===== src/isaPkg.sv =====
`default_nettype none

package isaPkg;

   // major opcode, instruction bits 7:3
   typedef enum logic [4:0] {
      ADD,
      ADDI,
      ADDIB,
      SUB,
      SUBI,
      SUBIB,
      NEG,
      CMP,
      CMPI,
      AND,
      OR,
      XOR,
      NAND,
      NOR,
      NOT,
      LSL,
      LSR,
      ASR,
      LUI,
      LLI,
      LDW,
      STW,
      BRANCH
   } opcode_t; // remaining codes decode as a no-op

   // branch code, instruction bits 2:0
   typedef enum logic [2:0] {
      BR,
      BE,
      BNE,
      BLT,
      BGE,
      BWL, // branch with link
      RET,
      JMP
   } branch_t;

   typedef enum logic [3:0] {
      FnNOP,
      FnADD,
      FnSUB,
      FnNEG,
      FnAND,
      FnOR,
      FnXOR,
      FnNAND,
      FnNOR,
      FnNOT,
      FnLSL,
      FnLSR,
      FnASR,
      FnLUI,
      FnLLI,
      FnA // op1 passed through untouched
   } aluFn_t;

   typedef enum logic {Op1Rd1, Op1Pc} op1Sel_t;
   typedef enum logic {Op2Imm, Op2Rd2} op2Sel_t;
   typedef enum logic {ImmShort, ImmLong} immSel_t;
   typedef enum logic {Rs1Ra, Rs1Rd} rs1Sel_t;
   typedef enum logic {WdAlu, WdSys} wdSel_t;
   typedef enum logic {LrSys, LrPc} lrSel_t;

   typedef enum logic [1:0] {
      Pc1,      // pc + 1
      PcAluOut,
      PcSysbus
   } pcSel_t;

   // bit positions in the flags word, bit 3 is carry
   localparam int FlagZ = 0;
   localparam int FlagN = 1;
   localparam int FlagV = 2;

   function automatic logic isMemOp(opcode_t op);
      return (op == LDW) || (op == STW);
   endfunction

endpackage

`default_nettype wire


===== src/ctrlPkg.sv =====
`default_nettype none

package ctrlPkg;

   // one value per sequencer step
   typedef enum logic [3:0] {
      Fet1,
      Fet2,
      Fet3,
      Fet4,
      Exe1,
      Exe2,
      Exe3,
      Exe4,
      Exe5
   } phase_t;

   // per-instruction attributes from the decoder
   typedef struct packed {
      isaPkg::aluFn_t  aluOp;
      isaPkg::op1Sel_t op1Sel;
      isaPkg::op2Sel_t op2Sel;
      isaPkg::immSel_t immSel;
      isaPkg::rs1Sel_t rs1Sel;
      logic            writesReg;
      logic            writesFlags;
      logic            isBranch;
   } opAttr_t;

   // datapath controls
   typedef struct packed {
      isaPkg::aluFn_t  aluOp;
      isaPkg::op1Sel_t op1Sel;
      isaPkg::op2Sel_t op2Sel;
      isaPkg::immSel_t immSel;
      isaPkg::rs1Sel_t rs1Sel;
      logic            aluEn;
      logic            aluWe;
      logic            lrEn;
      logic            lrWe;
      logic            pcEn;
      logic            pcWe;
      logic            irWe;
      logic            regWe;
      isaPkg::wdSel_t  wdSel;
      isaPkg::pcSel_t  pcSel;
      isaPkg::lrSel_t  lrSel;
   } dpCtrl_t;

   // pad control and memory strobes
   typedef struct packed {
      logic memEn;
      logic ale;
      logic nME;
      logic nOE;
      logic nWE;
      logic enb;
   } memBus_t;

endpackage

`default_nettype wire


===== src/busSequencer.sv =====
`timescale 1ns/1ps
`default_nettype none

module busSequencer #(
   parameter int unsigned WaitStates = 0
) (
   input  logic            Clock,
   input  logic            nReset,
   input  logic [7:0]      OpcodeCondIn,
   output ctrlPkg::phase_t phase
);

   import isaPkg::*;
   import ctrlPkg::*;

   localparam int CntW = (WaitStates > 0) ? $clog2(WaitStates + 1) : 1;

   opcode_t   opcode;
   logic      memOp;
   logic      waitPhase;
   logic      waitDone;
   logic [CntW-1:0] waitCnt;
   phase_t    nextPhase;

   assign opcode    = opcode_t'(OpcodeCondIn[7:3]);
   assign memOp     = isMemOp(opcode);
   assign waitPhase = (phase == Fet2) || (phase == Exe3); // memory access phases
   assign waitDone  = (waitCnt == CntW'(WaitStates));

   always_comb begin
      case (phase)
         Fet1:    nextPhase = Fet2;
         Fet2:    nextPhase = waitDone ? Fet3 : Fet2;
         Fet3:    nextPhase = Fet4;
         Fet4:    nextPhase = Exe1;
         Exe1:    nextPhase = memOp ? Exe2 : Fet1;
         Exe2:    nextPhase = Exe3;
         Exe3:    nextPhase = waitDone ? Exe4 : Exe3;
         Exe4:    nextPhase = Exe5;
         Exe5:    nextPhase = Fet1;
         default: nextPhase = Fet1;
      endcase
   end

   always_ff @(posedge Clock or negedge nReset) begin
      if (!nReset) begin
         phase   <= Fet1;
         waitCnt <= '0;
      end else begin
         phase <= nextPhase;
         if (waitPhase && !waitDone) begin
            waitCnt <= waitCnt + 1'b1;
         end else begin
            waitCnt <= '0;
         end
      end
   end

   fetchThenExecute: assert property (
      @(posedge Clock) disable iff (!nReset)
      phase == Fet4 |=> phase == Exe1
   );

   // the extended execute is reached only through a memory opcode
   exe2Entry: assert property (
      @(posedge Clock) disable iff (!nReset)
      phase == Exe2 |-> $past(phase == Exe1 && memOp)
   );

endmodule

`default_nettype wire


===== src/controlUnit.sv =====
`timescale 1ns/1ps
`default_nettype none

module controlUnit #(
   parameter int unsigned WaitStates = 0
) (
   input  logic             Clock,
   input  logic             nReset,
   input  logic [7:0]       OpcodeCondIn,
   input  logic [3:0]       Flags,
   output ctrlPkg::dpCtrl_t dpCtrl,
   output ctrlPkg::memBus_t memBus
);

   import ctrlPkg::*;

   opAttr_t attr;
   phase_t  phase;

   opDecoder decoder (
      .OpcodeCondIn (OpcodeCondIn),
      .attr         (attr)
   );

   busSequencer #(
      .WaitStates (WaitStates)
   ) sequencer (
      .Clock        (Clock),
      .nReset       (nReset),
      .OpcodeCondIn (OpcodeCondIn),
      .phase        (phase)
   );

   controlWordGen wordGen (
      .Clock        (Clock),
      .nReset       (nReset),
      .OpcodeCondIn (OpcodeCondIn),
      .Flags        (Flags),
      .attr         (attr),
      .phase        (phase),
      .dpCtrl       (dpCtrl),
      .memBus       (memBus)
   );

endmodule

`default_nettype wire


===== src/controlWordGen.sv =====
`timescale 1ns/1ps
`default_nettype none

module controlWordGen (
   input  logic             Clock,
   input  logic             nReset,
   input  logic [7:0]       OpcodeCondIn,
   input  logic [3:0]       Flags,
   input  ctrlPkg::opAttr_t attr,
   input  ctrlPkg::phase_t  phase,
   output ctrlPkg::dpCtrl_t dpCtrl,
   output ctrlPkg::memBus_t memBus
);

   import isaPkg::*;
   import ctrlPkg::*;

   opcode_t    opcode;
   branch_t    branch;
   logic       isLoad;
   logic       isStore;
   logic       flagWe;
   logic       branchTaken;
   logic [FlagV:0] flagReg; // z, n, v

   assign opcode  = opcode_t'(OpcodeCondIn[7:3]);
   assign branch  = branch_t'(OpcodeCondIn[2:0]);
   assign isLoad  = (opcode == LDW);
   assign isStore = (opcode == STW);
   assign flagWe  = (phase == Exe1) && attr.writesFlags;

   always_ff @(posedge Clock or negedge nReset) begin
      if (!nReset) begin
         flagReg <= '0;
      end else if (flagWe) begin
         flagReg <= Flags[FlagV:0];
      end
   end

   always_comb begin
      case (branch)
         BR, BWL: branchTaken = 1'b1;
         BE:      branchTaken = flagReg[FlagZ];
         BNE:     branchTaken = !flagReg[FlagZ];
         BLT:     branchTaken = flagReg[FlagN] ^ flagReg[FlagV];
         BGE:     branchTaken = !(flagReg[FlagN] ^ flagReg[FlagV]);
         default: branchTaken = 1'b0; // RET and JMP are handled apart
      endcase
   end

   always_comb begin
      dpCtrl        = '0;
      dpCtrl.aluOp  = FnNOP;
      dpCtrl.op1Sel = Op1Rd1;
      dpCtrl.op2Sel = Op2Imm;
      dpCtrl.immSel = ImmLong;
      dpCtrl.rs1Sel = Rs1Ra;
      dpCtrl.wdSel  = WdAlu;
      dpCtrl.pcSel  = Pc1;
      dpCtrl.lrSel  = LrSys;
      memBus        = '0;
      memBus.nME    = 1'b1;

      if (phase inside {Exe1, Exe2}) begin
         dpCtrl.aluOp  = attr.aluOp;
         dpCtrl.op1Sel = attr.op1Sel;
         dpCtrl.op2Sel = attr.op2Sel;
         dpCtrl.immSel = attr.immSel;
         dpCtrl.rs1Sel = attr.rs1Sel;
      end

      case (phase)
         Fet1: begin
            memBus.ale = 1'b1;
            memBus.nWE = 1'b1;
            memBus.nOE = 1'b1;
            dpCtrl.pcEn = 1'b1; // pc onto the address bus
         end
         Fet2: begin
            memBus.nME   = 1'b0;
            memBus.nWE   = 1'b1;
            memBus.memEn = 1'b1;
         end
         Fet3: begin
            memBus.nME   = 1'b0;
            memBus.memEn = 1'b1;
            memBus.enb   = 1'b1;
            memBus.nWE   = 1'b1;
         end
         Fet4: begin
            memBus.nWE   = 1'b1;
            memBus.memEn = 1'b1;
            dpCtrl.irWe  = 1'b1;
         end
         Exe1: begin
            if (isLoad || isStore) begin
               dpCtrl.aluEn = 1'b1; // effective address latched for Exe2
               dpCtrl.aluWe = 1'b1;
            end else if (attr.isBranch) begin
               dpCtrl.pcWe = 1'b1;
               case (branch)
                  RET: begin
                     dpCtrl.lrEn  = 1'b1;
                     dpCtrl.pcSel = PcSysbus;
                  end
                  JMP: begin
                     dpCtrl.aluOp  = FnADD;
                     dpCtrl.op1Sel = Op1Rd1; // register-based target
                     dpCtrl.immSel = ImmShort;
                     dpCtrl.pcSel  = PcAluOut;
                  end
                  default: begin
                     dpCtrl.aluOp  = FnADD;
                     dpCtrl.immSel = ImmLong;
                     dpCtrl.pcSel  = branchTaken ? PcAluOut : Pc1;
                     if (branchTaken && branch == BWL) begin
                        dpCtrl.lrWe  = 1'b1; // return address into link register
                        dpCtrl.lrSel = LrPc;
                     end
                  end
               endcase
            end else begin
               dpCtrl.pcWe  = 1'b1;
               dpCtrl.pcSel = Pc1;
               dpCtrl.regWe = attr.writesReg;
            end
         end
         Exe2: begin
            memBus.ale   = 1'b1;
            memBus.nWE   = 1'b1;
            memBus.nOE   = 1'b1;
            dpCtrl.aluEn = 1'b1; // address out
         end
         Exe3: begin
            dpCtrl.aluOp  = FnA;
            dpCtrl.rs1Sel = Rs1Rd;
            memBus.nME    = 1'b0;
            memBus.nWE    = 1'b1;
            memBus.memEn  = isLoad;
            memBus.nOE    = isStore;
         end
         Exe4: begin
            dpCtrl.aluOp  = FnA;
            dpCtrl.rs1Sel = Rs1Rd;
            memBus.nME    = 1'b0;
            if (isLoad) begin
               memBus.memEn = 1'b1;
               memBus.enb   = 1'b1;
               memBus.nWE   = 1'b1;
            end else begin
               memBus.nOE   = 1'b1;
               dpCtrl.aluEn = 1'b1; // store data held on sysbus
            end
         end
         Exe5: begin
            dpCtrl.pcWe  = 1'b1;
            dpCtrl.pcSel = Pc1;
            if (isLoad) begin
               dpCtrl.regWe = attr.writesReg;
               dpCtrl.wdSel = WdSys;
               memBus.memEn = 1'b1;
               memBus.nWE   = 1'b1;
            end
         end
         default: ;
      endcase
   end

   // address latch and chip enable never overlap
   aleOutsideAccess: assert property (
      @(posedge Clock) disable iff (!nReset)
      !(memBus.ale && !memBus.nME)
   );

   irWriteInFet4: assert property (
      @(posedge Clock) disable iff (!nReset)
      dpCtrl.irWe |-> phase == Fet4
   );

endmodule

`default_nettype wire


===== src/opDecoder.sv =====
`timescale 1ns/1ps
`default_nettype none

module opDecoder (
   input  logic [7:0]       OpcodeCondIn,
   output ctrlPkg::opAttr_t attr
);

   import isaPkg::*;

   opcode_t opcode;

   assign opcode = opcode_t'(OpcodeCondIn[7:3]);

   always_comb begin
      attr             = '0;
      attr.aluOp       = FnNOP;
      attr.op1Sel      = Op1Rd1;
      attr.op2Sel      = Op2Imm;
      attr.immSel      = ImmLong;
      attr.rs1Sel      = Rs1Ra;
      attr.writesReg   = 1'b0;
      attr.writesFlags = 1'b0;
      attr.isBranch    = (opcode == BRANCH);

      case (opcode)
         ADD, ADDI, ADDIB: attr.aluOp = FnADD;
         SUB, SUBI, SUBIB: attr.aluOp = FnSUB;
         CMP, CMPI:        attr.aluOp = FnSUB;
         NEG:              attr.aluOp = FnNEG;
         AND:              attr.aluOp = FnAND;
         OR:               attr.aluOp = FnOR;
         XOR:              attr.aluOp = FnXOR;
         NAND:             attr.aluOp = FnNAND;
         NOR:              attr.aluOp = FnNOR;
         NOT:              attr.aluOp = FnNOT;
         LSL:              attr.aluOp = FnLSL;
         LSR:              attr.aluOp = FnLSR;
         ASR:              attr.aluOp = FnASR;
         LUI:              attr.aluOp = FnLUI;
         LLI:              attr.aluOp = FnLLI;
         LDW, STW:         attr.aluOp = FnADD; // address = rd1 + offset
         BRANCH:           attr.aluOp = FnADD;
         default:          attr.aluOp = FnNOP;
      endcase

      // operand form
      case (opcode)
         ADD, SUB, CMP, AND, OR, XOR, NAND, NOR: begin
            attr.op2Sel = Op2Rd2;
         end
         ADDI, SUBI, CMPI, LSL, LSR, ASR, LDW, STW: begin
            attr.immSel = ImmShort;
         end
         ADDIB, SUBIB: begin
            attr.rs1Sel = Rs1Rd;
         end
         BRANCH: begin
            attr.op1Sel = Op1Pc; // branch target relative to pc
         end
         default: ;
      endcase

      case (opcode)
         ADD, ADDI, ADDIB, SUB, SUBI, SUBIB, NEG,
         AND, OR, XOR, NAND, NOR, NOT, LSL, LSR, ASR: begin
            attr.writesReg   = 1'b1;
            attr.writesFlags = 1'b1;
         end
         CMP, CMPI: begin
            attr.writesFlags = 1'b1; // compare only updates flags
         end
         LUI, LLI: begin
            attr.writesReg = 1'b1;
         end
         LDW: begin
            attr.writesReg = 1'b1; // written back in Exe5
         end
         default: ;
      endcase
   end

endmodule

`default_nettype wire


===== config.mk =====
export PLATFORM = sky130hd
export DESIGN_NAME = controlUnit
export DESIGN_NICKNAME = d
export VERILOG_FILES = /design/src/isaPkg.sv /design/src/ctrlPkg.sv /design/src/busSequencer.sv /design/src/controlUnit.sv /design/src/controlWordGen.sv /design/src/opDecoder.sv
export SDC_FILE = /design/constraint.sdc
export NUM_CORES = 1
export LEC_CHECK = 0
export ABC_CLOCK_PERIOD_IN_PS = 5600
export BUFFER_PORTS_ARGS = -buffer_cell sky130_fd_sc_hd__buf_2
export CAP_MARGIN = 20
export CORE_MARGIN = 4
export CORE_UTILIZATION = 55
export CTS_CLUSTER_SIZE = 24
export DETAILED_ROUTE_END_ITERATION = 8
export PLACE_DENSITY = 0.88
export REMOVE_ABC_BUFFERS = 1
export SYNTH_ARGS = -nofsm -noshare
export SYNTH_HDL_FRONTEND = slang
export SYNTH_SLANG_ARGS = --single-unit

===== constraint.sdc =====
create_clock -name Clock -period 5.6 [get_ports Clock]
set_input_delay 1.12 -clock Clock [delete_from_list [all_inputs] [get_ports Clock]]
set_output_delay 1.12 -clock Clock [all_outputs]
set_load 0.01 [all_outputs]

After elaboration in Yosys (flattened, before gate mapping)
Memory sizes are Yosys's and may differ from the RTL's.
Cells that the tools add are included.

storage, ports and cells
  bits in registers = 8
  latch bits = 0
  bits in writable memories = 0
  ROM bits = 128
  logic and storage cells = 124
  memories kept = 1

memory list
  name              depth  width  rd ports  clocked after memory_dff  write ports  RTL line         text
  (name not given)  32     4      1         0                         0            opDecoder.sv:26  case (opcode)

cells by class
  add/sub/neg operators = 1
  multiply operators = 0
  divide/modulo/power cells = 0
  $lt $le $gt $ge = 0
  eq/ne operators = 37
  shifts and indexed selects = 0
  multiplexer cells = 57
  bitwise gates (word level) = 1
  reduce and logical (&&, ||, !) cells = 24

operators by type and width
  kind                                                 count
  equality test 5 x 4 -> 1 bit, second input constant  8
  equality test 5 bit, second input constant           7
  one-hot mux 4 bit (8 select lines)                   1
  two-way mux 1 bit                                    30
  equality test 5 x 3 -> 1 bit, second input constant  4
  OR reduction 19 bit                                  1
  OR reduction 18 bit                                  1
  equality test 4 x 3 -> 1 bit, second input constant  4
  two-way mux 2 bit                                    8
  OR reduction 8 bit                                   2
  equality test 3 bit, second input constant           4
  one-hot mux 1 bit (3 select lines)                   4
  OR reduction 2 bit                                   6
  equality test 5 x 2 -> 1 bit, second input constant  2
  two-way mux 5 bit                                    2
  two-way mux 3 bit                                    3
  equality test 4 x 2 -> 1 bit, second input constant  2
  two-way mux 8 bit                                    1
  one-hot mux 1 bit (2 select lines)                   4
  one-hot mux 4 bit (2 select lines)                   1
  equality test 3 x 2 -> 1 bit, second input constant  2
  OR reduction 6 bit                                   1
  equality test 5 x 1 -> 1 bit, second input constant  1
  logical NOT 5 bit                                    1
  16 further kinds                                     20

Depth between registers and ports, before layout
  depth after elaboration = 9
  gate-level depth with buffers = 8
  depth with buffers taken out = 7

Cells and area by module
From an unflattened synthesis, not the netlist that was laid out.

unflattened totals
  cells, all modules = 167
  area, all modules = 1,266.2 sq um

by module, submodules not included
  module          instances  cells an instance  area each (sq um)  seq. area each (sq um)
  controlWordGen  1          80                 625.6              75.1
  opDecoder       1          64                 407.9              0.0
  busSequencer    1          23                 232.7              125.1

Least setup slack after synthesis
Ideal clock, no wire load.

  path kind = input port to output port
  start = in OpcodeCondIn[3]
  end = out dpCtrl[8] (netlist name)
  arrival = 2.553 ns
  required time = 4.480 ns
  setup slack = 1.927 ns
  stages on the path = 8
  buffers on the path = 2
  cell sequence = inv_1 ha_1 clkbuf_1 nand2_1 nor4_4 nand2_1 nor3_1 buf_4

RTL lines
  item                RTL line           text
  start: declaration  controlUnit.sv:9   input logic [7:0] OpcodeCondIn,
  end: declaration    controlUnit.sv:11  output ctrlPkg::dpCtrl_t dpCtrl,

==> summary.md <==
| Metric | Value |
|---|---|
| CP Data Required Time | `4.48 ns` |
| Overall fraction of global-route tracks in use | `21.4%` |
| Detailed Place HPWL | `2300 um` |
| I/O Buffers | `38` |
| Core box area | `2020 um2` |
| Met2 wire len | `1560 um` |
| Average size of a mapped cell | `7.16 um2` |
| GRT overflow | `0` |
| Synth async-reset ratio | `100%` |
| Total Nets Final | `216` |
| PostCTS Resize Cnt | `0` |
| Final slew viol count | `0` |
| Crit end category | `primary output` |
| Post-CTS Setup Bufs | `0` |
| Antenna-violating nets left | `0` |
| Int Pwr | `0.233 mW` |
| Register area | `200 um2` |
| Worst-path cell chain | `buf_2, inv_1, ha_1, nand4b_1, nand2_1, a21oi_1, a2111oi_2, buf_2` |
| Number of global-route vias before repair | `1152` |
| Filler cell count | `187` |
| Clock power frac | `8.9%` |
| Slew @ Worst Pin | `0.650 ns` |
| VDD IR-drop max | `0.335 mV` |
| Cell count after synthesis | `169` |
| Placed cell count | `218` |
| Finished Cell Area | `1370 um2` |
| PwrDens | `339 nW/um2` |
| WL final | `3070 um` |
| Met3 routed WL | `204 um` |
| YS warnings | `0` |
| Die Span X | `54.9 um` |
| Post-DP Area | `1350 um2` |
| Psw | `0.234 mW` |
| Tot Pwr | `0.466 mW` |
| Number of diodes | `0` |
| CP dominant cell by count | `buf_2` |
| Via-per-instance ratio | `6.01` |
| Main flop type after synthesis | `dfrtp_1` |
| Critical-path top delay cell | `ha_1` |
| WS Path Type | `input port to primary output` |
| Metal1 wirelength | `1300 um` |
| Sequential Power Share | `29.0%` |
| Fin crit period | `3.90 ns` |
| CP arrival | `2.78 ns` |
| Gate power share | `62.1%` |
| Io pins | `40` |
| Post-synthesis sequential area ratio | `16.5%` |
| Clk_lat worst skew | `0.24 ns` |
| Drt initial violations | `28` |
| Num CTS Buffers | `3` |
| Sw frac | `50.1%` |
| Largest net degree at the start of global routing | `23` |
| Post-layout util | `67.9%` |
| CP peak stage delay | `0.47 ns` |
| Residual DRC count | `0` |
| Die footprint | `3010 um2` |
| Die height | `54.9 um` |
| Post-synthesis register bit count | `8` |
| Initial antenna violation count | `0` |
| Slew headroom | `56.7%` |
| Pleak | `0.627 nW` |
| Tcrit/Tclk final | `69.6%` |
| RSZ-0062 raised after global routing | `no` |
| Outcome | `finished, final reports clean` |
| CTS tree | `done` |
| Hold Vio Cnt, Final | `0` |
| Bufs on Longest Clock Path | `2` |
| Post-synthesis instance area | `1210 um2` |
| Post-Route Setup TNS | `0 ns` |
| Initial Utilization | `59.8%` |
| WL/cell | `13.9 um` |
| Post-synth EDFFs | `0` |
| FP Rows | `16` |
| Post-synth top area cell | `dfrtp_1` |
| Reg2reg start | `sequencer.phase[3]` |
| Number of distinct library cells after synthesis | `43` |
| Clock Pin Slew Worst Setup and Hold Paths | `0.05 ns` |
| GP Congestion | `0.812` |
| Num Clock Sinks | `8` |
| H-tree Lvls | `1` |
| Crit. Startpoint | `OpcodeCondIn[4]` |
| Fmax | `0.256 GHz` |
| Hold/Removal Path Class | `flip-flop to flip-flop` |
| Pre-antenna DRT Iters | `4` |
| Root Buffer | `clkbuf_4` |
| Post-synth top area share | `16.5%` |
| Area grow syn2layout | `13.5%` |
| Global-route wire length before repair | `4930 um` |
| Fin cells | `221` |
| Cts hold-fix bufs | `0` |
| Hold path start | `wordGen.flagReg[2]` |
| Uppermost layer routed | `met3` |
| Synth top area cells | `dfrtp_1 17%, a21oi_1 6.6%, ha_1 6.2%` |
| Area of the multi-input gates | `901 um2` |
| CP startpoint kind | `input port` |
| Worst-path maximum fanout | `11` |
| Final Skew | `0.000431 ns` |
| Layout cells sized above 1 | `25.8%` |
| Finish-stage setup viols | `0` |
| Max_cap viols | `0` |
| Vias | `1329` |
## stage by stage
| step | hold slack (ns) | setup WS, ns |
|---|---|---|
| after floorplan | 0.497 | 2.02 |
| after global placement | 0.511 | 1.80 |
| after detailed placement | 0.528 | 1.74 |
| after CTS | 0.539 | 1.74 |
| after global routing | 0.556 | 1.57 |
| final | 0.535 | 1.70 |
## cell usage in the layout (no fill, tap or decap), types with 5 or more instances in the layout
master / Yosys / final
buf_2: 6 / 38
nor2_1: 17 / 17
a21oi_1: 16 / 16
nor3_1: 12 / 12
nand2_1: 11 / 11
nand2b_1: 9 / 9
dfrtp_1: 8 / 8
inv_1: 7 / 7
nor2b_1: 7 / 7
nand3_1: 6 / 6
o21ai_0: 6 / 6
ha_1: 6 / 6
mux2i_1: 5 / 5
## final cells by class
| type | count | area share, % |
|---|---|---|
| Clock buffer | 3 | 1.64 |
| Inverter | 7 | 1.91 |
| Multi-Input combinational cell | 138 | 65.6 |
| Sequential cell | 8 | 14.6 |
| Tap cell | 27 | 2.46 |
| Timing Repair Buffer | 38 | 13.8 |
## kinds of logic after synthesis
family	count (synthesis)	synth area share (%)
multiplexers	8	6.93
other	1	0.310
flip-flops	8	16.5
AND/OR/NAND/NOR	77	35.3
XOR/XNOR	4	2.90
AO/OA/AOI/OAI	42	22.9
buffers and inverters	23	9.00
adder cells (fa/ha/maj)	6	6.20
## power groups by stage
stage	clock (mW)	sequential, mW	combinational (mW)
floorplan	0	0.121	0.198
CTS	0.0432	0.134	0.291
detailed placement	0	0.135	0.288
global placement	0	0.132	0.279
global route	0.0475	0.141	0.320
finish	0.0416	0.135	0.289
## critical path: cells and delay by family
kind,cells,cell delay [ns]
adder cells (fa/ha/maj),1,0.47
AND/OR/NAND/NOR,2,0.34
AO/OA/AOI/OAI,2,0.42
buffers and inverters,3,0.43
## cell usage after synthesis (2+ instances only)
master,n
buf_2,6
a221oi_1,2
o21a_1,3
buf_4,2
xor2_1,2
nand2b_1,9
nand2_1,11
mux2_2,3
nor2b_1,7
ha_1,6
inv_1,7
a211oi_1,3
or3_1,2
nor3_1,12
nor4_1,4
nor2_1,17
dfrtp_1,8
nand3_1,6
mux2i_1,5
a21oi_1,16
a31oi_1,4
o21ai_0,6
xnor2_1,2
clkbuf_1,7
## layer usage
| metal | vias to the layer above | track usage [%] |
|---|---|---|
| met2 | 55 | 38.0 |
| met3 | 0 | 4.02 |
| li1 | 655 | - |
| met4 | 0 | 2.02 |
| met1 | 619 | 27.6 |
| met5 | - | 0 |
## path summary, 6_finish.rpt
path                                      endpoint  slack, ns  depth (start not counted)
worst max-delay path                     memBus[2]       1.70                          8
worst min-delay path            wordGen.flagReg[2]       0.54                          1
worst max register to register  wordGen.flagReg[1]       3.69                          4
worst min register to register  wordGen.flagReg[2]       0.54                          1
max in group asynchronous       wordGen.flagReg[0]       4.73                          1
min in group asynchronous       sequencer.phase[0]       0.71                          1
## flip-flops by register name, indices dropped and copies added, names as in the netlist
signal / cells
wordGen.flagReg: 3
sequencer.phase: 4
sequencer.waitCnt: 1
(Power assumes the default switching activity.)
